[src/common/pixbuf_pkg.sv]
package pixbuf_pkg;

	// 68000 bus widths
	localparam int ADDR_W = 32;
	localparam int DATA_W = 16;

	// Pixel buffer is byte wide, 8 KiB deep
	localparam int BYTE_W = 8;
	localparam int BUF_ADDR_W = 13;

	// Address bits 31..13 that select the buffer window
	// Base address 0x0100_0000
	localparam logic [ADDR_W-BUF_ADDR_W-1:0] WINDOW_TAG = 19'h00800;

	// DMA word address layout
	// x field starts above the byte offset within the RGB word
	localparam int IN_X_LSB = 2;
	localparam int IN_X_W = 10;
	// y field sits right above x
	localparam int IN_Y_W = 9;

	// Rotated screen layout in the buffer
	// 256 columns, 32 bytes per column
	localparam int OUT_X_W = 8;
	localparam int OUT_Y_W = 5;

	// Bit index of a pixel inside its byte
	localparam int SEL_W = 3;

	// Pixel DMA read data
	localparam int RGB_W = 32;

	// White for a set bit
	localparam logic [RGB_W-1:0] PIXEL_ON = 32'h00FF_FFFF;
	// Black for a clear bit or off screen
	localparam logic [RGB_W-1:0] PIXEL_OFF = 32'h0000_0000;

endpackage
[src/logic/cpu_bus_port.sv]
`timescale 1ns/1ps

module cpu_bus_port
(
	input  logic                                Clock25Mhz,
	input  logic                                rst,
	input  logic                                as_l,
	input  logic                                rw,
	input  logic                                uds_l,
	input  logic                                lds_l,
	input  logic [pixbuf_pkg::ADDR_W-1:0]       addr,
	input  logic [pixbuf_pkg::DATA_W-1:0]       wdata,
	input  logic [pixbuf_pkg::BYTE_W-1:0]       ram_rdata,
	output logic [pixbuf_pkg::BUF_ADDR_W-1:0]   ram_addr,
	output logic                                ram_we,
	output logic [pixbuf_pkg::BYTE_W-1:0]       ram_wdata,
	output logic [pixbuf_pkg::DATA_W-1:0]       cpu_rdata,
	output logic                                cpu_rdata_valid
);

	// Window decode
	logic window_hit;
	logic read_hit;

	// Read flag and lane enables, aligned with RAM latency
	logic read_q;
	logic upper_q;
	logic lower_q;

	// Upper address bits must match the tag while AS is asserted
	assign window_hit = ~as_l &&
		(addr[pixbuf_pkg::ADDR_W-1:pixbuf_pkg::BUF_ADDR_W] == pixbuf_pkg::WINDOW_TAG);

	// Read when the CPU drives rw high
	assign read_hit = window_hit & rw;

	// Byte offset inside the window addresses the buffer directly
	assign ram_addr = addr[pixbuf_pkg::BUF_ADDR_W-1:0];

	// Writes ignore the strobes
	// Only the low data byte reaches the buffer
	assign ram_we = window_hit & ~rw;
	assign ram_wdata = wdata[pixbuf_pkg::BYTE_W-1:0];

	// Capture the read and its lanes at the same edge the RAM samples the address
	always_ff @(posedge Clock25Mhz)
	begin
		if (rst)
		begin
			read_q <= 1'b0;
			upper_q <= 1'b0;
			lower_q <= 1'b0;
		end
		else
		begin
			read_q <= read_hit;
			// Lane strobes are active low
			upper_q <= read_hit & ~uds_l;
			lower_q <= read_hit & ~lds_l;
		end
	end

	// One result per sampled read, no back-pressure
	assign cpu_rdata_valid = read_q;

	// Steer the returned byte onto the enabled lanes
	always_comb
	begin
		cpu_rdata = '0;
		// Upper lane is D15..D8
		if (upper_q)
		begin
			cpu_rdata[pixbuf_pkg::DATA_W-1:pixbuf_pkg::BYTE_W] = ram_rdata;
		end
		// Lower lane is D7..D0
		if (lower_q)
		begin
			cpu_rdata[pixbuf_pkg::BYTE_W-1:0] = ram_rdata;
		end
	end

endmodule

[config.mk]
export PLATFORM = sky130hd
export DESIGN_NAME = cpu_bus_port
export DESIGN_NICKNAME = d
export VERILOG_FILES = /design/src/common/pixbuf_pkg.sv /design/src/logic/cpu_bus_port.sv
export SDC_FILE = /design/constraint.sdc
export NUM_CORES = 1
export LEC_CHECK = 0
export BUFFER_PORTS_ARGS = -buffer_cell sky130_fd_sc_hd__buf_2
export CAP_MARGIN = 30
export CORE_MARGIN = 2
export CORE_UTILIZATION = 23
export DETAILED_ROUTE_END_ITERATION = 6
export PLACE_DENSITY = 0.9
export SLEW_MARGIN = 25
export SYNTH_ARGS = -nofsm -noshare
export SYNTH_HDL_FRONTEND = slang
export SYNTH_SLANG_ARGS = --single-unit
export TNS_END_PERCENT = 100
[constraint.sdc]
create_clock -name Clock25Mhz -period 2.8 [get_ports Clock25Mhz]
set_input_delay 0.56 -clock Clock25Mhz [delete_from_list [all_inputs] [get_ports Clock25Mhz]]
set_output_delay 0.56 -clock Clock25Mhz [all_outputs]
set_load 0.005 [all_outputs]
# Yosys cells after proc, flatten, opt, wreduce, memory -nomap -nowiden
# Cells that the tools add are included.
word_totals:
  ff_bits: 3
  latch_bits: 0
  ramBits: 0
  rom_bits: 0
  inputBits: 62
  out_inout_bits: 39
  wordCells: 15
  memories: 0
classes:
  add_sub_neg: 0
  n_mul: 0
  n_div: 0
  magnitude_cmp: 0
  eq_ne: 1
  shift: 0
  n_mux: 2
  bitwise_logic: 8
  n_reduce_logical: 1
op_table:
  columns: ["cell", "count"]
  rows:
  - ["$eq A19 B12 Y1 const B", 1]
  - ["$mux W8", 2]
  - ["$and A1 B1 Y1", 4]
  - ["$not A1 Y1", 4]
  - ["$logic_and A1 B1 Y1", 1]

# Depth between registers and ports, before layout
# Gate-level depths: netlist of the first run.
logic_depth:
  ltp_word: 4
  mapped_depth: 3

# Worst setup path after synthesis of the first run
# No wires, ideal clock.
synth_path:
  path_kind: "input to output"
  from: "input port addr[27] (netlist bit)"
  to: "output port ram_we"
  arrival_ps: 1280
  required_ps: 2240
  slack_ps: 960
  cell_stages: 2
  n_path_buf: 0
  path_cell_list: "or4_4 > nor3_1"
synth_between:
  elab_chain_len: 3
synth_lines:
  columns: ["element", "line_no", "source"]
  rows:
  - ["start, declared", "cpu_bus_port.sv:11", "input logic [pixbuf_pkg::ADDR_W-1:0] addr,"]
  - ["$eq A19 B12 Y1", "cpu_bus_port.sv:32", "(addr[pixbuf_pkg::ADDR_W-1:pixbuf_pkg::BUF_ADDR_W] == pixbuf_pkg::WINDOW_TAG);"]
  - ["$logic_and A1 B1 Y1", "cpu_bus_port.sv:31", "assign window_hit = ~as_l &&"]
  - ["$and A1 B1 Y1", "cpu_bus_port.sv:42", "assign ram_we = window_hit & ~rw;"]
  - ["end, declared", "cpu_bus_port.sv:15", "output logic ram_we,"]
# No other way between the ends.

# Worst setup path in the final report of the first run
layout_path:
  from: "input port addr[26] (netlist bit)"
  to: "output port ram_we"
# The elaborated chain is that of the path after synthesis.

==> impl_metrics.csv, run 1 <==
group,metric,value,unit
outcome,outcome,"completed",
layout,antenna_cells,0,
die,die_y,46.44,µm
clock_network,clkSinkCount,3,
route,viasPerCell,4.268,
layout,nFillCells,189,
layout,design_area,564.3,µm²
global_routing,maximum_number_of_pins_on_one_net_before_global_route_repair,9,
synthesis,synth_top_cells_by_area,"buf_4 38%, and2_1 24%, dfxtp_1 15%",
synthesis,yosys_register_bits,3,
clock_network,number_of_hold_buffers_added_after_cts,0,
place,hpwl,1.054,mm
synthesis,post-synth-top-area-cell,"buf_4",
place,dpl_cell_area,538.0,µm²
place,port_buffers,50,
critical_path,timing.critical_path.required,2.24,ns
place,placed_cells,108,
route,detailroute.via_count,478,
layout,final_common_cell,"buf_2",
clock_network,clk_slew_on_worst_s_h_paths,0.04,ns
layout,final_cell_mix,"50 x buf_2, 16 x and2_1",
clock_network,cts_inserted_buffers,3,
clock_network,max-clock-path-buffers,2,
timing,timing.setup.tns,0,ns
die,core_area,0.001708,mm²
power_and_ir_drop,static-leakage-power,0.3282,nW
global_routing,first_global_vias,422,
layout,final_cells,112,
synthesis,synth_seq_area_share,14.50,%
clock_network,h-tree-depth,1,
layout,syn_to_final_growth,36.25,%
timing,final_min_period_over_clock_period,73.61,%
job,cap_violations,0,
route,drt_pass1_iterations,4,
route,drt_first_iter_violations,3,
die,initial_core_utilization,24.25,%
die,dieArea,0.002156,mm²
synthesis,synth.top_cell.area_share,38.07,%
synthesis,yosys_warnings,0,
critical_path,startpoint_type,"input pin",
critical_path,path_class,"in -> out",
worst_hold_path,worst_hold_path_type,"in -> reg",
global_routing,grtUsageTotal,10.43,%
layout,drive_gt1_share,64.37,%
timing,fmax,0.4852,GHz
timing,hold_violations,0,
synthesis,synth_cells,54,
global_routing,first_pass_grt_wire_length,1.511,mm
route,avgRoutedWirePerCell,10.55,µm
timing,timing.final.max_slew_violations,0,
timing,timing.max_slew.rel_slack,85.21,%
power_and_ir_drop,vdd_drop_max,0.1408,mV
synthesis,yosys_cell_types,10,
global_routing,residual_overflow_from_global_routing,0,
die,die-width,46.44,µm
place,preCtsSetupSlack,0.7399,ns
critical_path,worstSetupEndpointType,"output port",
timing,rsz_0062_raised_after_global_routing,"no",
route,drcViolationCount,0,
timing,setup_violations,0,
critical_path,crit_arrival,1.50,ns
route,antenna_violating_nets_post_route,0,
global_routing,antenna_violations_before_repair,0,
place,routabilityCongestion,0.6690,
clock_network,clock-root-buffer,"clkbuf_4",
die,rows,15,
layout,num-nets-final,150,
route,routed_wl,1.182,mm
power_and_ir_drop,powerDensity,260.2,mW/mm²
synthesis,synth_area,414.1,µm²
timing,worstMarginPinSlew,0.2198,ns
die,ios,101,
clock_network,tritoncts,"done",
timing,final_period_minus_worst_setup_slack,2.061,ns
critical_path,worst-path-max-fanout,4,
synthesis,postSynthNetCount,116,
timing,post-route-worst-setup-slack,0.7389,ns
synthesis,syn_area_per_cell,7.669,µm²
clock_network,cts-resized-gates,0,
clock_network,post-cts-setup-buffer-count,0,
power_and_ir_drop,power,0.1468,mW
flip-flops by register name (all words and copies together) (netlist names):
name	cells
lower_q	1
upper_q	1
cpu_rdata_valid	1
report_power, final:
part | internal [mW] | switching (mW) | total [mW]
combinational | 0.0181 | 0.0101 | 0.0283
clock | 0.0534 | 0.0222 | 0.0756
sequential | 0.0430 | 0.0000000151 | 0.0430
layer usage:
| layer | GRT usage [%] | vias to the layer above | share of wire, % |
|---|---|---|---|
| met5 | 0 | - | 0 |
| met4 | 10.29 | 0 | 2.9 |
| met3 | 3.922 | 8 | 15 |
| met2 | 22.22 | 42 | 52 |
| met1 | 5.336 | 205 | 29 |
| li1 | - | 223 | - |
cells in the mapped netlist:
library cell,number
nor4_1,3
and2_1,16
dfxtp_1,3
or4_4,1
buf_4,21
nand2_1,2
nor3_1,3
nor2_1,2
nand4_1,1
nor4b_2,2
metrics by stage:
step | hold slack, ns | util [%]
6_report | 0.5262 | 33.04
5_1_grt | 0.5313 | 33.04
4_1_cts | 0.5224 | 33.04
3_5_place_dp | 0.7688 | 31.50
3_3_place_gp | 0.7592 | 31.50
2_1_floorplan | 0.6314 | -
layout make-up:
type	count	area [µm²]	area share (%)
clock buffer	4	26.28	4.656
multi-input combinational	30	196.4	34.81
sequential	3	60.06	10.64
tap	25	31.28	5.543
timing repair buffer	50	250.2	44.35
path summary, 6_finish.rpt:
kind,startpoint,endpoint,cells past startpoint
setup / recovery,addr[26],ram_we,5
hold / removal,rst,cpu_rdata_valid$_SDFF_PP0_,2
critical path: stages:
cell,delay [ns]
buf_2,0.10
nor4b_2,0.26
nand4_1,0.23
nor3_1,0.21
buf_2,0.14
kinds of logic (layout without fill, tap and decap cells):
| logic type | Yosys count | in the layout | synth area share (%) |
|---|---|---|---|
| AND/OR/NAND/NOR | 30 | 30 | 47.43 |
| buffers and inverters | 21 | 54 | 38.07 |
| flip-flops | 3 | 3 | 14.50 |
(Power assumes the default switching activity.)
==> run 2, diff against run 1 <==
CORE_UTILIZATION = 19   (was 23)
PLACE_DENSITY = 0.8   (was 0.9)
clock period = 1.8 ns   (was 2.8 ns; I/O delays follow)
==> run 2 against run 1 <==
  * Flip-flop and latch count unchanged
  * Power up 55%
  * Critical path type unchanged
  * Largest cell class unchanged
  * Core utilization down 4.4 points
  * Setup slack worse by 0.58 ns
  * Hold slack worse by 0.20 ns
  * Sequential power up 56%
  * Clock power up 53%
==> impl_metrics.csv, run 2 (synthesis gave the netlist of run 1 again) <==
group,metric,value,unit
layout,num-nets-final,151,
timing,timing.setup.tns,0,ns
critical_path,crit_arrival,1.28,ns
timing,setup_violations,0,
layout,final_cells,115,
clock_network,max-clock-path-buffers,2,
die,core_area,0.002002,mm²
die,die_y,50.69,µm
die,dieArea,0.002569,mm²
job,cap_violations,0,
critical_path,worstSetupEndpointType,"output port",
clock_network,post-cts-setup-buffer-count,0,
worst_hold_path,worst_hold_path_type,"in -> reg",
critical_path,timing.critical_path.required,1.44,ns
route,routed_wl,1.173,mm
route,viasPerCell,4.183,
layout,nFillCells,219,
critical_path,timing.critical_path.slowest_cell_delay,0.55,ns
global_routing,maximum_number_of_pins_on_one_net_before_global_route_repair,9,
timing,rsz_0062_raised_after_global_routing,"no",
global_routing,grtUsageTotal,8.787,%
clock_network,number_of_hold_buffers_added_after_cts,0,
clock_network,cts_inserted_buffers,3,
place,port_buffers,50,
timing,timing.final.max_slew_violations,0,
timing,post-route-worst-setup-slack,0.1600,ns
clock_network,clk_slew_on_worst_s_h_paths,0.04,ns
clock_network,clock-root-buffer,"clkbuf_4",
layout,final_cell_mix,"50 x buf_2, 16 x and2_1",
layout,drive_gt1_share,64.77,%
place,routabilityCongestion,0.6788,
critical_path,path_cells,"buf_2 > or4_4 > nor3_1 > buf_2",
timing,worstMarginPinSlew,0.2401,ns
critical_path,dominant_delay_contributor_by_cell_family_on_the_critical_path,"simple AND/OR/NAND/NOR gates",
timing,hold_violations,0,
place,placed_cells,111,
outcome,outcome,"completed",
place,hpwl,1.047,mm
critical_path,startpoint_type,"input pin",
clock_network,clkSinkCount,3,
critical_path,path_class,"in -> out",
place,preCtsSetupSlack,0.1662,ns
critical_path,critical_path_buf_inv_count,2,
timing,timing.max_slew.rel_slack,83.84,%
route,detailroute.via_count,481,
die,die-width,50.69,µm
power_and_ir_drop,power,0.2273,mW
clock_network,h-tree-depth,1,
global_routing,residual_overflow_from_global_routing,0,
global_routing,antenna_violations_before_repair,0,
route,antenna_violating_nets_post_route,0,
layout,antenna_cells,0,
route,drcViolationCount,0,
clock_network,cts-resized-gates,0,
route,drt_first_iter_violations,7,
route,drt_pass1_iterations,4,
timing,final_min_period_over_clock_period,91.11,%
timing,fmax,0.6098,GHz
power_and_ir_drop,static-leakage-power,0.3324,nW
layout,syn_to_final_growth,38.67,%
route,avgRoutedWirePerCell,10.20,µm
timing,final_period_minus_worst_setup_slack,1.640,ns
critical_path,timing.critical_path.mode_cell,"buf_2",
critical_path,slowest_stage,"or4_4",
place,dpl_cell_area,548.0,µm²
clock_network,tritoncts,"done",
global_routing,first_pass_grt_wire_length,1.697,mm
die,ios,101,
global_routing,first_global_vias,430,
power_and_ir_drop,powerDensity,395.7,mW/mm²
layout,design_area,574.3,µm²
die,rows,16,
die,initial_core_utilization,20.69,%
critical_path,worst-path-max-fanout,4,
layout,final_common_cell,"buf_2",
power_and_ir_drop,vdd_drop_max,0.2244,mV
run 2: area by class of cell:
class                           count  area, µm²  area share [%]
Tap cell                           27      33.78           5.882
Multi-Input combinational cell     30      196.4           34.20
Sequential cell                     3      60.06           10.46
Clock buffer                        4      26.28           4.575
Timing Repair Buffer               51      257.7           44.88
run 2: routing by layer:
layer / GRT usage [%] / vias to the layer above / part of all wire (%)
met3: 3.869 / 4 / 16
met2: 17.54 / 42 / 52
met4: 5.405 / 0 / 1.4
li1: - / 225 / -
met5: 0 / - / 0
met1: 6.607 / 210 / 30
run 2: report_power, final:
part	switching, mW	internal (mW)	total (mW)
Clock	0.0334	0.0830	0.116
Combinational	0.0158	0.0282	0.0440
Sequential	0.0000000225	0.0669	0.0669
Total	0.0492	0.178	0.227
run 2: stage by stage:
step                hold WS (ns)  util [%]
global route              0.3269     28.69
global placement          0.5619     27.38
CTS                       0.3199     28.69
floorplan                 0.4314         -
detailed placement        0.5692     27.38
finish                    0.3279     28.69
run 2: final timing paths:
check / from / endpoint / cells past startpoint
max: addr[27] / ram_we / 4
min: rst / cpu_rdata_valid$_SDFF_PP0_ / 2
==> run 3, diff against run 2 <==
BUFFER_PORTS_ARGS = default   (was -buffer_cell sky130_fd_sc_hd__buf_2)
CAP_MARGIN = 20   (was 30)
CORE_AREA = 2 2 39 41   (was default)
CORE_MARGIN = default   (was 2)
CORE_UTILIZATION = default   (was 19)
DIE_AREA = 0 0 41 43   (was default)
DONT_BUFFER_PORTS = 1   (was default)
PLACE_DENSITY = 0.52   (was 0.8)
REMOVE_ABC_BUFFERS = 1   (was default)
==> run 3 against run 2 <==
  * Die area shrank 31%
  * Highest routed layer is now met3
  * Clock power about the same
  * Largest power group unchanged
  * Maximum frequency rose by 9.7%
  * Critical path type unchanged
  * Flip-flop and latch count is the same
  * Global-route usage grew 2.4 points
==> impl_metrics.csv, run 3 (synthesis gave the netlist of run 1 again) <==
group,metric,value,unit
clock_network,cts-resized-gates,0,
layout,final_cell_mix,"16 x and2_1, 3 x nor4_1, 3 x nor3_1, 3 x clkbuf_4, 3 x dfxtp_1",
route,routed_wl,1.032,mm
timing,timing.max_slew.rel_slack,83.50,%
timing,setup_violations,0,
layout,syn_to_final_growth,-26.89,%
global_routing,grtUsageTotal,11.22,%
place,placed_cells,49,
worst_hold_path,whs_endpoint,"cpu_rdata_valid$_SDFF_PP0_",
die,core_area,0.001384,mm²
place,hpwl,890.5,µm
clock_network,tritoncts,"done",
route,detailroute.via_count,318,
die,die_y,43,µm
power_and_ir_drop,power.net_switching,0.03665,mW
layout,final_cells,53,
place,port_buffers,0,
route,avgRoutedWirePerCell,19.47,µm
worst_hold_path,worst_hold_path_type,"in -> reg",
clock_network,h-tree-depth,1,
critical_path,crit_start,"addr[22]",
power_and_ir_drop,powerDensity,630.3,mW/mm²
timing,post-route-worst-setup-slack,0.3051,ns
clock_network,clock-root-buffer,"clkbuf_4",
route,drt_first_iter_violations,2,
power_and_ir_drop,internal_power,0.1542,mW
worst_hold_path,whs_path_cells,1,
timing,rsz_0062_raised_after_global_routing,"no",
global_routing,antenna_violations_before_repair,0,
critical_path,timing.critical_path.required,1.44,ns
route,viasPerCell,6.000,
timing,fmax,0.6689,GHz
global_routing,first_global_vias,306,
timing,hold_violations,0,
clock_network,cts_inserted_buffers,3,
die,initial_core_utilization,29.93,%
timing,timing.setup.tns,0,ns
die,rows,14,
die,dieArea,0.001763,mm²
timing,worstMarginPinSlew,0.2452,ns
place,routabilityCongestion,0.6074,
clock_network,number_of_hold_buffers_added_after_cts,0,
critical_path,worstSetupEndpointType,"output port",
critical_path,startpoint_type,"input pin",
route,antenna_violating_nets_post_route,0,
layout,nFillCells,154,
clock_network,post-cts-setup-buffer-count,0,
global_routing,maximum_number_of_pins_on_one_net_before_global_route_repair,9,
critical_path,crit_arrival,1.13,ns
job,cap_violations,0,
place,preCtsSetupSlack,0.2900,ns
die,ios,101,
power_and_ir_drop,swShare,19.20,%
critical_path,worst-path-max-fanout,4,
layout,antenna_cells,0,
global_routing,residual_overflow_from_global_routing,0,
timing,timing.final.max_slew_violations,0,
power_and_ir_drop,power_frac_clock,61.6,%
timing,final_period_minus_worst_setup_slack,1.495,ns
layout,final_common_cell,"and2_1",
worst_hold_path,hold_path.startpoint,"rst",
clock_network,clk_slew_on_worst_s_h_paths,0.04,ns
route,drt_pass1_iterations,3,
power_and_ir_drop,share_comb_of_total_power,3.4,%
critical_path,path_class,"in -> out",
global_routing,first_pass_grt_wire_length,1.235,mm
power_and_ir_drop,static-leakage-power,0.1015,nW
layout,drive_gt1_share,16.22,%
timing,final_min_period_over_clock_period,83.05,%
route,drcViolationCount,0,
outcome,outcome,"completed",
power_and_ir_drop,seqPwrFrac,35.0,%
clock_network,clkSinkCount,3,
die,die-width,41,µm
power_and_ir_drop,vdd_drop_max,0.2264,mV
clock_network,max-clock-path-buffers,2,
layout,num-nets-final,100,
==> run 3: cell type report <==
type | instances | area (µm²) | area share (%)
Multi-Input combinational cell | 30 | 196.4 | 64.88
Sequential cell | 3 | 60.06 | 19.83
Tap cell | 16 | 20.02 | 6.612
Clock buffer | 4 | 26.28 | 8.678
==> run 3: worst max path at each step <==
stage,depth (start not counted),slack [ns],end
CTS,3,0.29,ram_we
finish,3,0.31,ram_we
floorplan,2,0.36,ram_we
global route,3,0.19,ram_we
detailed placement,3,0.29,ram_we
global placement,3,0.32,ram_we
==> run 3: worst max-delay path, stage by stage <==
cell	delay, ns
nor4_1	0.27
nand4_1	0.23
nor3_1	0.28
==> run 3: metrics by stage <==
step	instance area, µm²	power, mW	hold WS (ns)	util, %
floorplan	256.5	0.07391	0.4314	-
global placement	276.5	0.07416	0.4366	19.98
detailed placement	276.5	0.07436	0.4342	19.98
CTS	302.8	0.1964	0.1867	21.88
global route	302.8	0.2034	0.1809	21.88
finish	302.8	0.1908	0.1937	21.88
==> run 3: layer usage <==
layer	vias to the layer above	track usage [%]	wire length [µm]
met5	-	16.67	0
met3	0	14.14	326
met2	72	17.81	518
met1	123	4.792	187
met4	0	6.000	0
li1	123	-	-
==> run 3: power by group through the flow <==
stage                     clock [mW]  combinational (mW)  sequential [mW]
after floorplan                    0             0.00605           0.0679
after global placement             0             0.00630           0.0679
after detailed placement           0             0.00650           0.0679
after CTS                      0.123             0.00653           0.0668
after global routing           0.129             0.00720           0.0668
final                          0.118             0.00645           0.0669
