### src/common/pixbuf_pkg.sv
package pixbuf_pkg;

	// 68000 bus widths
	localparam int ADDR_W = 32;
	localparam int DATA_W = 16;

	// Pixel buffer is byte wide, 8 KiB deep
	localparam int BYTE_W = 8;
	localparam int BUF_ADDR_W = 13;

	// Address bits 31..13 that select the buffer window
	// Base address 0x0100_0000
	localparam logic [ADDR_W-BUF_ADDR_W-1:0] WINDOW_TAG = 19'h00800;

	// DMA word address layout
	// x field starts above the byte offset within the RGB word
	localparam int IN_X_LSB = 2;
	localparam int IN_X_W = 10;
	// y field sits right above x
	localparam int IN_Y_W = 9;

	// Rotated screen layout in the buffer
	// 256 columns, 32 bytes per column
	localparam int OUT_X_W = 8;
	localparam int OUT_Y_W = 5;

	// Bit index of a pixel inside its byte
	localparam int SEL_W = 3;

	// Pixel DMA read data
	localparam int RGB_W = 32;

	// White for a set bit
	localparam logic [RGB_W-1:0] PIXEL_ON = 32'h00FF_FFFF;
	// Black for a clear bit or off screen
	localparam logic [RGB_W-1:0] PIXEL_OFF = 32'h0000_0000;

endpackage
### src/video/pixel_fetch.sv
`timescale 1ns/1ps

module pixel_fetch
(
	input  logic                                Clock25Mhz,
	input  logic                                rst,
	input  logic                                dma_read,
	input  logic [pixbuf_pkg::ADDR_W-1:0]       dma_address,
	input  logic [pixbuf_pkg::BYTE_W-1:0]       ram_rdata,
	output logic [pixbuf_pkg::BUF_ADDR_W-1:0]   ram_addr,
	output logic [pixbuf_pkg::RGB_W-1:0]        dma_readdata,
	output logic                                dma_readdatavalid
);

	// Screen coordinates from the DMA word address
	logic [pixbuf_pkg::IN_X_W-1:0] x;
	logic [pixbuf_pkg::IN_Y_W-1:0] y;

	// Decode of the current request
	logic [pixbuf_pkg::SEL_W-1:0] bit_sel;
	logic out_of_range;

	// Request state held for the RAM read cycle
	logic [pixbuf_pkg::SEL_W-1:0] bit_sel_q;
	logic out_of_range_q;
	logic valid_q;

	// Selected pixel of the returned byte
	logic pixel_set;

	// x is a word index, so it starts above the byte offset bits
	assign x = dma_address[pixbuf_pkg::IN_X_LSB +: pixbuf_pkg::IN_X_W];
	// y follows x directly
	assign y = dma_address[pixbuf_pkg::IN_X_LSB + pixbuf_pkg::IN_X_W +: pixbuf_pkg::IN_Y_W];

	// Rotated layout
	// Column index from x, byte within column from y / 8
	assign ram_addr = {
		y[pixbuf_pkg::SEL_W +: pixbuf_pkg::OUT_Y_W],
		x[pixbuf_pkg::OUT_X_W-1:0]
	};

	// Low y bits pick the pixel inside the byte
	assign bit_sel = y[pixbuf_pkg::SEL_W-1:0];

	// Anything at or past 256 in x or y is off the 256 x 256 screen
	assign out_of_range =
		(|x[pixbuf_pkg::IN_X_W-1:pixbuf_pkg::OUT_X_W]) ||
		(|y[pixbuf_pkg::IN_Y_W-1:pixbuf_pkg::OUT_Y_W+pixbuf_pkg::SEL_W]);

	// Valid tracks the read with the RAM's one-cycle latency
	always_ff @(posedge Clock25Mhz)
	begin
		if (rst)
		begin
			valid_q <= 1'b0;
		end
		else
		begin
			valid_q <= dma_read;
		end
	end

	// Per-request decode, loaded every cycle
	// New read each cycle just replaces the last one
	always_ff @(posedge Clock25Mhz)
	begin
		bit_sel_q <= bit_sel;
		out_of_range_q <= out_of_range;
	end

	// Pick the pixel bit out of the returned byte
	assign pixel_set = ram_rdata[bit_sel_q];

	// Expand one bit into an RGB word
	always_comb
	begin
		dma_readdata = pixbuf_pkg::PIXEL_OFF;
		// Only drive white on a valid, on-screen, set pixel
		if (valid_q && !out_of_range_q && pixel_set)
		begin
			dma_readdata = pixbuf_pkg::PIXEL_ON;
		end
	end

	assign dma_readdatavalid = valid_q;

endmodule

### config.mk
export PLATFORM = sky130hd
export DESIGN_NAME = pixel_fetch
export DESIGN_NICKNAME = d
export VERILOG_FILES = /design/src/common/pixbuf_pkg.sv /design/src/video/pixel_fetch.sv
export SDC_FILE = /design/constraint.sdc
export NUM_CORES = 1
export LEC_CHECK = 0
export BUFFER_PORTS_ARGS = -buffer_cell sky130_fd_sc_hd__buf_2
export CAP_MARGIN = 20
export CORE_ASPECT_RATIO = 0.8
export CORE_MARGIN = 1.5
export CORE_UTILIZATION = 27
export CTS_CLUSTER_SIZE = 8
export DETAILED_ROUTE_END_ITERATION = 12
export GPL_TIMING_DRIVEN = 0
export HOLD_SLACK_MARGIN = 0.12
export PLACE_DENSITY = 0.77
export SYNTH_ARGS = -nofsm -noshare
export SYNTH_HDL_FRONTEND = slang
export SYNTH_SLANG_ARGS = --single-unit
### constraint.sdc
create_clock -name Clock25Mhz -period 6.1 [get_ports Clock25Mhz]
set_input_delay 1.22 -clock Clock25Mhz [delete_from_list [all_inputs] [get_ports Clock25Mhz]]
set_output_delay 1.22 -clock Clock25Mhz [all_outputs]
set_load 0.005 [all_outputs]
# Word level (Yosys, flattened, before mapping)

Index checks and enable logic that the tools add are counted.
Widths: inputs -> output; s select.

Order comparisons: 1
Reductions and logical operators: 5
Mux-type cells: 3

Operators with widths:

| operator           | number |
|---|---|
| $mux 24            | 1 |
| $lt 3x4->1 const B | 1 |
| $bmux 1 s3         | 1 |
| $logic_and 1x1->1  | 2 |
| $reduce_or 2->1    | 1 |
| $logic_not 1->1    | 1 |
| $logic_or 1x1->1   | 1 |
| $mux 1             | 1 |

Bits of input ports: 43
Register bits after elaboration: 5
Word-level logic and storage cells: 12
Output and inout bits: 46

# Longest topological paths before layout

Gate-level depths: netlist of the first run.

Depth after elaboration: 4
Depth in mapped cells: 4

# Least setup slack after synthesis of the first run

Ideal clock, no wire load.

Kind: input -> output
Start point: in ram_rdata[5] (netlist name)
End point: out dma_readdata[10] (netlist name)
Slack: 0.860 ns
Data arrival time: 4.020 ns
Cell stages on the path: 4
Cell sequence: mux4_1 inv_1 a2111oi_1 buf_4

Word-level cells in the longest chain between the ends: 4

RTL lines:

| what                         | line              | source |
|---|---|---|
| from (decl)                  | pixel_fetch.sv:9  | `input logic [pixbuf_pkg::BYTE_W-1:0] ram_rdata,` |
| $bmux 1 s3                   | pixel_fetch.sv:73 | `assign pixel_set = ram_rdata[bit_sel_q];` |
| $mux 1 (not written as such) | pixel_fetch.sv:73 |  |
| $logic_and 1x1->1            | pixel_fetch.sv:80 | `if (valid_q && !out_of_range_q && pixel_set)` |
| $mux 24                      | pixel_fetch.sv:80 |  |
| to (decl)                    | pixel_fetch.sv:11 | `output logic [pixbuf_pkg::RGB_W-1:0] dma_readdata,` |

No other way between the ends. The select of a mux whose other input is x is not followed.

# Final worst setup path of the first run

Start point: in ram_rdata[6] (netlist name)
End point: out dma_readdata[22] (netlist name)

Same word-level chain as after synthesis.

==> flow_summary.yaml, run 1 <==
outcome:
  status: "finished, final reports clean"
floorplan:
  die_area_sq_mm: 0.00225
  core_area_sq_mm: 0.00187
  die_w_um: 52.6
  io_pins: 89
  die_y_um: 42.7
  fp-row-count: 14
  start_util: 0.284
place:
  routabilityCongestion: 0.656
  pre_cts_slack_ns: 1.85
  dp.final_hpwl_um: 1090
  placement.io_buffers: 54
setup_path:
  crit_buf_inv: 6
  crit_arrival_ns: 2.98
  slowest_delay_ns: 0.76
  slowest_stage: "a2111oi_2"
  cp.required_ns: 4.88
  critical_path_class: "input pin to output pin"
  cp_top_family: "buffers and inverters"
  crit_path_frequent_cell: "buf_4"
  critPathMaxFanout: 10
  endpoint_kind: "output pin"
  path_cells: "buf_2 -> mux4_1 -> inv_1 -> a2111oi_2 -> buf_4 -> buf_4 -> buf_4 -> buf_2"
  start_kind: "input pin"
detailed_routing:
  drtIter0Drc: 1
  via_per_inst: 3.47
  postRouteAntennaNets: 0
  finalWirelength_um: 1170
  vias: 524
  drc_errors: 0
  wl_per_cell_um: 7.75
  dr.pass1.iters: 2
synth:
  ys_seq_area_frac: 0.188
  yosys-top-cells-count: "buf_4, dfxtp_1, nor2b_1"
  yosysMostFrequentCell: "buf_4"
  syn-cell-area_sq_um: 532
  async_reset_ff_frac: 0
  ys_types: 12
  syn_avg_cell_area_sq_um: 8.86
  synth_top_area_frac: 0.621
  synthCells: 60
  yosys-top-cells-area: "buf_4, dfxtp_1, mux4_1, nor2b_1, nor3b_2"
  yosys_warnings: 0
  synth_seq_cells: 5
  synth-edff-count: 0
  ys.flop_type: "dfxtp_1"
  yosys.area.top_type: "buf_4"
timing:
  min_period_ns: 4.20
  rsz0062_at_grt: "no"
  finalSetupViolCount: 0
  layout_setup_ws_ns: 1.90
  fmax_ghz: 0.238
  period_share: 0.689
  max_slew_margin: 0.469
  hold_viol: 0
  tightest_slew_ns: 0.796
  slew_violations: 0
  tns_ns: 0
cells_and_area:
  nets: 171
  area_growth_syn_to_layout_pct: 70.1
  utilization: 0.483
  layout-drive-gt1-share: 0.835
  diodes: 0
power_and_ir_drop:
  clkPwrFrac: 0.360
  p_switching_mw: 0.0230
  total_leakage_power_nw: 0.608
  p_int_mw: 0.0804
  p_seq_frac: 0.346
  power.share.combinational: 0.294
  swShare: 0.223
  p_per_area_mw_per_mm2: 114
  peakVddDrop_uv: 95.6
cts:
  cts-htree-levels: 1
  cts-root-buf: "clkbuf_4"
  cts_buffer_depth: 2
  clk_pin_slew_ns: 0.04
  cts_made_buffers: 3
  cts_tree: "done"
  ctsResizeCount: 0
  cts.sinks: 5
  hold_buffers: 0
  cts_post_setup_buffers_inserted: 0
global_route:
  grt_pass1_vias: 389
  grt.total_usage: 0.0967
  antenna_found_initial: 0
  grt_overflow: 0
  grt_max_degree: 11
  grt_pass1_wl_um: 1600
flow_run:
  timing.max_cap.violations: 0
min_path:
  hp-class: "input pin to flop"
-- layer usage --
layer / part of all wire / track usage / wire length (um) / up-vias
li1: - / - / - / 272
met1: 0.32 / 0.0935 / 370 / 216
met2: 0.59 / 0.195 / 690 / 34
met3: 0.083 / 0.0106 / 97 / 2
met4: 0.010 / 0.0462 / 12 / 0
met5: 0 / 0 / 0 / -
-- cell families after synthesis --
group / after synthesis / share of synthesized area
AO/OA/AOI/OAI: 2 / 0.0353
buffers and inverters: 45 / 0.628
flip-flops: 5 / 0.188
multiplexers: 2 / 0.0706
other: 1 / 0.00705
AND/OR/NAND/NOR: 5 / 0.0706
-- cell type report --
cell class                      instances  area (sq um)
Timing Repair Buffer                   56           285
Clock buffer                            4          26.3
Tap cell                               24          30.0
Fill cell                             198           970
Sequential cell                         5           100
Multi-Input combinational cell         17           129
Buffer                                 44           330
Inverter                                1          3.75
-- power groups by stage --
| stage | Combinational (mW) | Clock [mW] | Sequential [mW] |
|---|---|---|---|
| after CTS | 0.0307 | 0.0382 | 0.0359 |
| after global routing | 0.0333 | 0.0423 | 0.0361 |
| after floorplan | 0.0186 | 0 | 0.0360 |
| after global placement | 0.0296 | 0 | 0.0361 |
| after detailed placement | 0.0307 | 0 | 0.0364 |
| final | 0.0304 | 0.0372 | 0.0358 |
-- cells in the final DEF, fill, tap and decap left out --
cell and n:
buf_2 54, buf_4 46, conb_1 8, dfxtp_1 5
clkbuf_4 3, nor2b_1 2, mux4_1 1, inv_1 1
nand2b_1 1, mux2_2 1, nor3b_2 1, a2111oi_0 1
a2111oi_2 1, or3_1 1, clkbuf_1 1
-- per-stage QoR --
| stage | power, mW | cells | cell area [sq um] | hold WS [ns] |
|---|---|---|---|---|
| after global routing | 0.112 | 151 | 905 | 1.07 |
| after floorplan | 0.0547 | 67 | 558 | 1.25 |
| after CTS | 0.105 | 151 | 905 | 1.08 |
| after global placement | 0.0657 | 145 | 858 | 1.32 |
| after detailed placement | 0.0671 | 147 | 878 | 1.32 |
| final | 0.103 | 151 | 905 | 1.08 |
-- sequential cells by signal (all words and copies together), names as in the netlist --
| name | flops |
|---|---|
| out_of_range_q | 1 |
| bit_sel_q | 3 |
| dma_readdatavalid | 1 |
-- path summary, 6_finish.rpt --
path | from | endpoint | slack [ns] | cells past startpoint
worst max-delay path | ram_rdata[6] | dma_readdata[22] | 1.90 | 8
worst min-delay path | dma_address[14] | bit_sel_q[2] | 1.08 | 1
(Power assumes the default switching activity.)
==> inputs of run 2 (changes only) <==
Settings changed: ABC_AREA set to 1, CORE_UTILIZATION 27 to 25, PLACE_DENSITY 0.77 to 0.73.
Clock period 6.1 ns to 3.71 ns, I/O delays scaled along.
==> run 2 against run 1 <==
Effect of this change: utilization down 5.0 points; worst setup slack worse by 1.0 ns; global-route usage decreased by 1.2 points; synthesized cell count up 33%.
==> flow_summary.yaml, run 2 <==
flow_run:
  timing.max_cap.violations: 0
timing:
  tightest_slew_ns: 0.680
  hold_viol: 0
  max_slew_margin: 0.545
  fmax_ghz: 0.356
  min_period_ns: 2.81
  tns_ns: 0
  finalSetupViolCount: 0
  rsz0062_at_grt: "no"
  period_share: 0.758
  slew_violations: 0
floorplan:
  die_area_sq_mm: 0.00253
  fp-row-count: 15
  die_y_um: 45.3
  core_area_sq_mm: 0.00214
  start_util: 0.261
  die_w_um: 55.9
  io_pins: 89
global_route:
  grt_overflow: 0
  grt.total_usage: 0.0843
  grt_pass1_wl_um: 1700
  grt_pass1_vias: 465
  grt_max_degree: 15
  antenna_found_initial: 0
cells_and_area:
  final_cell_mix: "buf_2, buf_4, nand2_1"
  fin_area_sq_um: 925
  largest_reg_flops: 3
  layout-drive-gt1-share: 0.726
  final_common_cell: "buf_2"
  top_register: "bit_sel_q"
  area_growth_syn_to_layout_pct: 65.3
  nets: 190
  diodes: 0
  num-fill-cells: 231
detailed_routing:
  finalWirelength_um: 1170
  postRouteAntennaNets: 0
  wl_per_cell_um: 6.81
  via_per_inst: 3.45
  drtIter0Drc: 12
  drc_errors: 0
  vias: 590
  dr.pass1.iters: 2
cts:
  cts-root-buf: "clkbuf_4"
  cts_made_buffers: 3
  hold_buffers: 0
  cts_buffer_depth: 2
  cts_tree: "done"
  cts-htree-levels: 1
  ctsResizeCount: 0
  cts.sinks: 5
  cts_post_setup_buffers_inserted: 0
  clk_pin_slew_ns: 0.04
outcome:
  status: "finished, final reports clean"
synth:
  syn-cell-area_sq_um: 559
  synth_seq_cells: 5
  synth-edff-count: 0
  synthCells: 80
  syn_avg_cell_area_sq_um: 6.99
  yosys-top-cells-area: "buf_4, dfxtp_1, nand2_1, nand3_1, nor2_1"
  async_reset_ff_frac: 0
  ys_seq_area_frac: 0.179
  ys.flop_type: "dfxtp_1"
  yosysMostFrequentCell: "buf_4"
  yosys-top-cells-count: "buf_4, nand2_1, dfxtp_1"
  synth_top_area_frac: 0.591
  yosys_warnings: 0
  ys_types: 11
  yosys.area.top_type: "buf_4"
setup_path:
  critical_path_class: "input pin to output pin"
  cp.required_ns: 2.97
  critPathMaxFanout: 14
  start_kind: "input pin"
  endpoint_kind: "output pin"
  crit_arrival_ns: 2.07
power_and_ir_drop:
  peakVddDrop_uv: 148
  power_mw: 0.172
  total_leakage_power_nw: 0.651
  p_per_area_mw_per_mm2: 186
place:
  place_area_sq_um: 898
  dp.final_hpwl_um: 1060
  placement.io_buffers: 54
  routabilityCongestion: 0.585
min_path:
  hp-class: "input pin to flop"
run 2: changes by cell type in the layout (fill, tap and decap cells not counted), sizes merged, moves of 2 or more:
cell,delta
clkinv,+3
nand3,+4
inv,+5
a2111oi,-2
nor2,+4
nor2b,-2
nand2,+12
run 2: worst max-delay path, cell delays in order:
cell and delay, ns:
buf_2 0.08, clkinv_1 0.04, nand2_1 0.05, nand3_1 0.07
nand2_1 0.07, nor2_1 0.04, nor2_1 0.53, buf_6 0.24
buf_4 0.11, buf_2 0.10
run 2: logic make-up (layout without fill, tap and decap cells):
| family | count (synthesis) | after routing | share of synthesized area |
|---|---|---|---|
| buf+inv | 53 | 112 | 0.660 |
| flops | 5 | 5 | 0.179 |
| other cells | 1 | 8 | 0.00670 |
| simple gates | 21 | 21 | 0.154 |
run 2: final timing paths:
| kind | from | end | slack, ns | depth (start not counted) |
|---|---|---|---|---|
| setup / recovery | ram_rdata[7] | dma_readdata[5] | 0.90 | 10 |
| hold / removal | dma_address[14] | bit_sel_q[2] | 0.61 | 1 |
run 2: cell type report:
cell class	count	area (sq um)	share of cell area
clock buffer	4	26.3	0.0284
buffer	44	330	0.357
tap	25	31.3	0.0338
inverter	9	38.8	0.0419
timing repair buffer	55	282	0.304
sequential	5	100	0.108
multi-input combinational	29	116	0.126
run 2: where the power goes:
group          internal (mW)  switching [mW]  leakage, nW  total, mW
logic                 0.0344          0.0180        0.595     0.0524
clock network         0.0405          0.0202       0.0150     0.0607
registers             0.0568         0.00209       0.0419     0.0589
run 2: metrics by stage:
step | hold WS, ns | setup slack, ns | utilization | instances
finish | 0.607 | 0.900 | 0.432 | 171
global route | 0.595 | 0.686 | 0.432 | 171
CTS | 0.596 | 0.854 | 0.432 | 171
detailed placement | 0.846 | 0.855 | 0.420 | 167
global placement | 0.846 | 0.599 | 0.415 | 166
floorplan | 0.770 | 0.928 | - | 87
run 2: metal layers:
layer	routed length [um]	vias to the layer above	GRT usage
met4	0	0	0.0429
met2	656	35	0.183
met1	386	239	0.0803
li1	-	316	-
met5	0	-	0
met3	121	0	0.00860
==> inputs of run 3 (changes only) <==
Settings changed: ABC_AREA 1 to 0, CORE_UTILIZATION 25 to 24, PLACE_DENSITY 0.73 to 0.72.
Clock period 3.71 ns to 2.5 ns, I/O delays scaled along.
==> run 3 against run 2 <==
Effect of this change: via count fell by 5.6%; design area rose by 3.8%; first-iteration DRC count fell by 75%; worst setup slack got worse by 0.78 ns; global-route usage rose by 0.89 points; sequential power rose by 51%; clock power rose by 49%; die area fell by 0.91%; hold slack got worse by 0.24 ns; combinational power rose by 53%; highest routed layer unchanged; sequential share of layout area fell by 0.40 points; critical path depth fell by 4.
==> flow_summary.yaml, run 3 (synthesis gave the netlist of run 1 again) <==
cells_and_area:
  diodes: 0
  nets: 173
  area_growth_syn_to_layout_pct: 80.5
  utilization: 0.453
  largest_reg_flops: 3
  fin_cells: 154
  top_register: "bit_sel_q"
  layout-drive-gt1-share: 0.853
  final_cell_mix: "buf_2, buf_4, conb_1"
  num-fill-cells: 214
  fin_area_sq_um: 960
  final_common_cell: "buf_2"
place:
  placement.io_buffers: 54
  place_area_sq_um: 877
  routabilityCongestion: 0.640
  placed_cells: 146
  pre_cts_slack_ns: -0.268
flow_run:
  timing.max_cap.violations: 0
cts:
  cts_buffer_depth: 2
  cts-htree-levels: 1
  cts_tree: "done"
  cts.sinks: 5
  clk_pin_slew_ns: 0.04
  cts_made_buffers: 3
  hold_buffers: 0
  cts-root-buf: "clkbuf_4"
timing:
  period_share: 0.952
  min_period_ns: 2.38
  finalSetupViolCount: 0
  fmax_ghz: 0.420
  hold_ws_ns: 0.365
  max_slew_margin: 0.553
  hold_viol: 0
  slew_violations: 0
  tightest_slew_ns: 0.669
  layout_setup_ws_ns: 0.119
  rsz0062_at_grt: "no"
min_path:
  min_to: "bit_sel_q[0]"
  hold_depth: 1
  min_from: "dma_address[12]"
  hp-class: "input pin to flop"
floorplan:
  core_area_sq_mm: 0.00212
  die_area_sq_mm: 0.00251
  io_pins: 89
  fp-row-count: 15
  die_y_um: 45.1
  die_w_um: 55.6
  start_util: 0.251
power_and_ir_drop:
  total_leakage_power_nw: 0.615
  p_per_area_mw_per_mm2: 271
  peakVddDrop_uv: 209
setup_path:
  cp.required_ns: 2.00
  start_kind: "flop"
  critical_path_class: "flop to output pin"
  endpoint_kind: "output pin"
  crit_arrival_ns: 1.88
  critPathMaxFanout: 8
global_route:
  grt_pass1_wl_um: 1780
  grt.total_usage: 0.0932
  grt_pass1_vias: 434
  grt_overflow: 0
  grt_max_degree: 13
  antenna_found_initial: 0
detailed_routing:
  via_per_inst: 3.62
  finalWirelength_um: 1220
  dr.pass1.iters: 2
  postRouteAntennaNets: 0
  drtIter0Drc: 3
  drc_errors: 0
  wl_per_cell_um: 7.92
  vias: 557
outcome:
  status: "finished, final reports clean"
-- run 3: metal layers --
layer | GRT usage | routed length, um | share of wire
met1 | 0.102 | 459 | 0.38
met2 | 0.160 | 599 | 0.49
met3 | 0.0229 | 161 | 0.13
met4 | 0.0732 | 0 | 0
met5 | 0 | 0 | 0
-- run 3: area by class of cell --
type                            instances  area (sq um)  share of cell area
Sequential cell                         5           100               0.104
Buffer                                 44           330               0.344
Clock buffer                            4          26.3              0.0274
Inverter                                1          3.75             0.00391
Multi-Input combinational cell         18           175               0.183
Timing Repair Buffer                   57           293               0.305
Tap cell                               25          31.3              0.0326
-- run 3: per-stage QoR --
step                power (mW)  setup TNS (ns)
floorplan                0.135               0
global placement         0.162           -3.36
detailed placement       0.164           -6.09
global route             0.277               0
CTS                      0.266               0
finish                   0.260               0
-- run 3: worst max path at each step --
| stage | from | endpoint | slack, ns |
|---|---|---|---|
| floorplan | ram_rdata[5] | dma_readdata[10] | 0.13 |
| detailed placement | ram_rdata[5] | dma_readdata[8] | -0.27 |
| global placement | ram_rdata[5] | dma_readdata[18] | -0.14 |
| global route | bit_sel_q[1] | dma_readdata[22] | 0.02 |
| CTS | bit_sel_q[0] | dma_readdata[1] | 0.02 |
| finish | bit_sel_q[1] | dma_readdata[8] | 0.12 |
-- run 3: timing repair --
item	4_1_cts	5_1_grt
buffers inserted	2	1
cloned	1	0
pin swaps	1	1
resized for setup	3	1
setup endpoints to repair	24	13
-- run 3: report_power, final --
part	internal, mW	total, mW	switching, mW
Clock	0.0602	0.0902	0.0301
Combinational	0.0535	0.0804	0.0269
Sequential	0.0843	0.0891	0.00488
Total	0.198	0.260	0.0619
-- run 3: critical path, stage by stage (launching register included) --
cell and delay, ns:
dfxtp_1 0.40, mux2_2 0.36, nor3b_2 0.36, a2111oi_4 0.08
buf_4 0.19, buf_4 0.13, buf_2 0.12
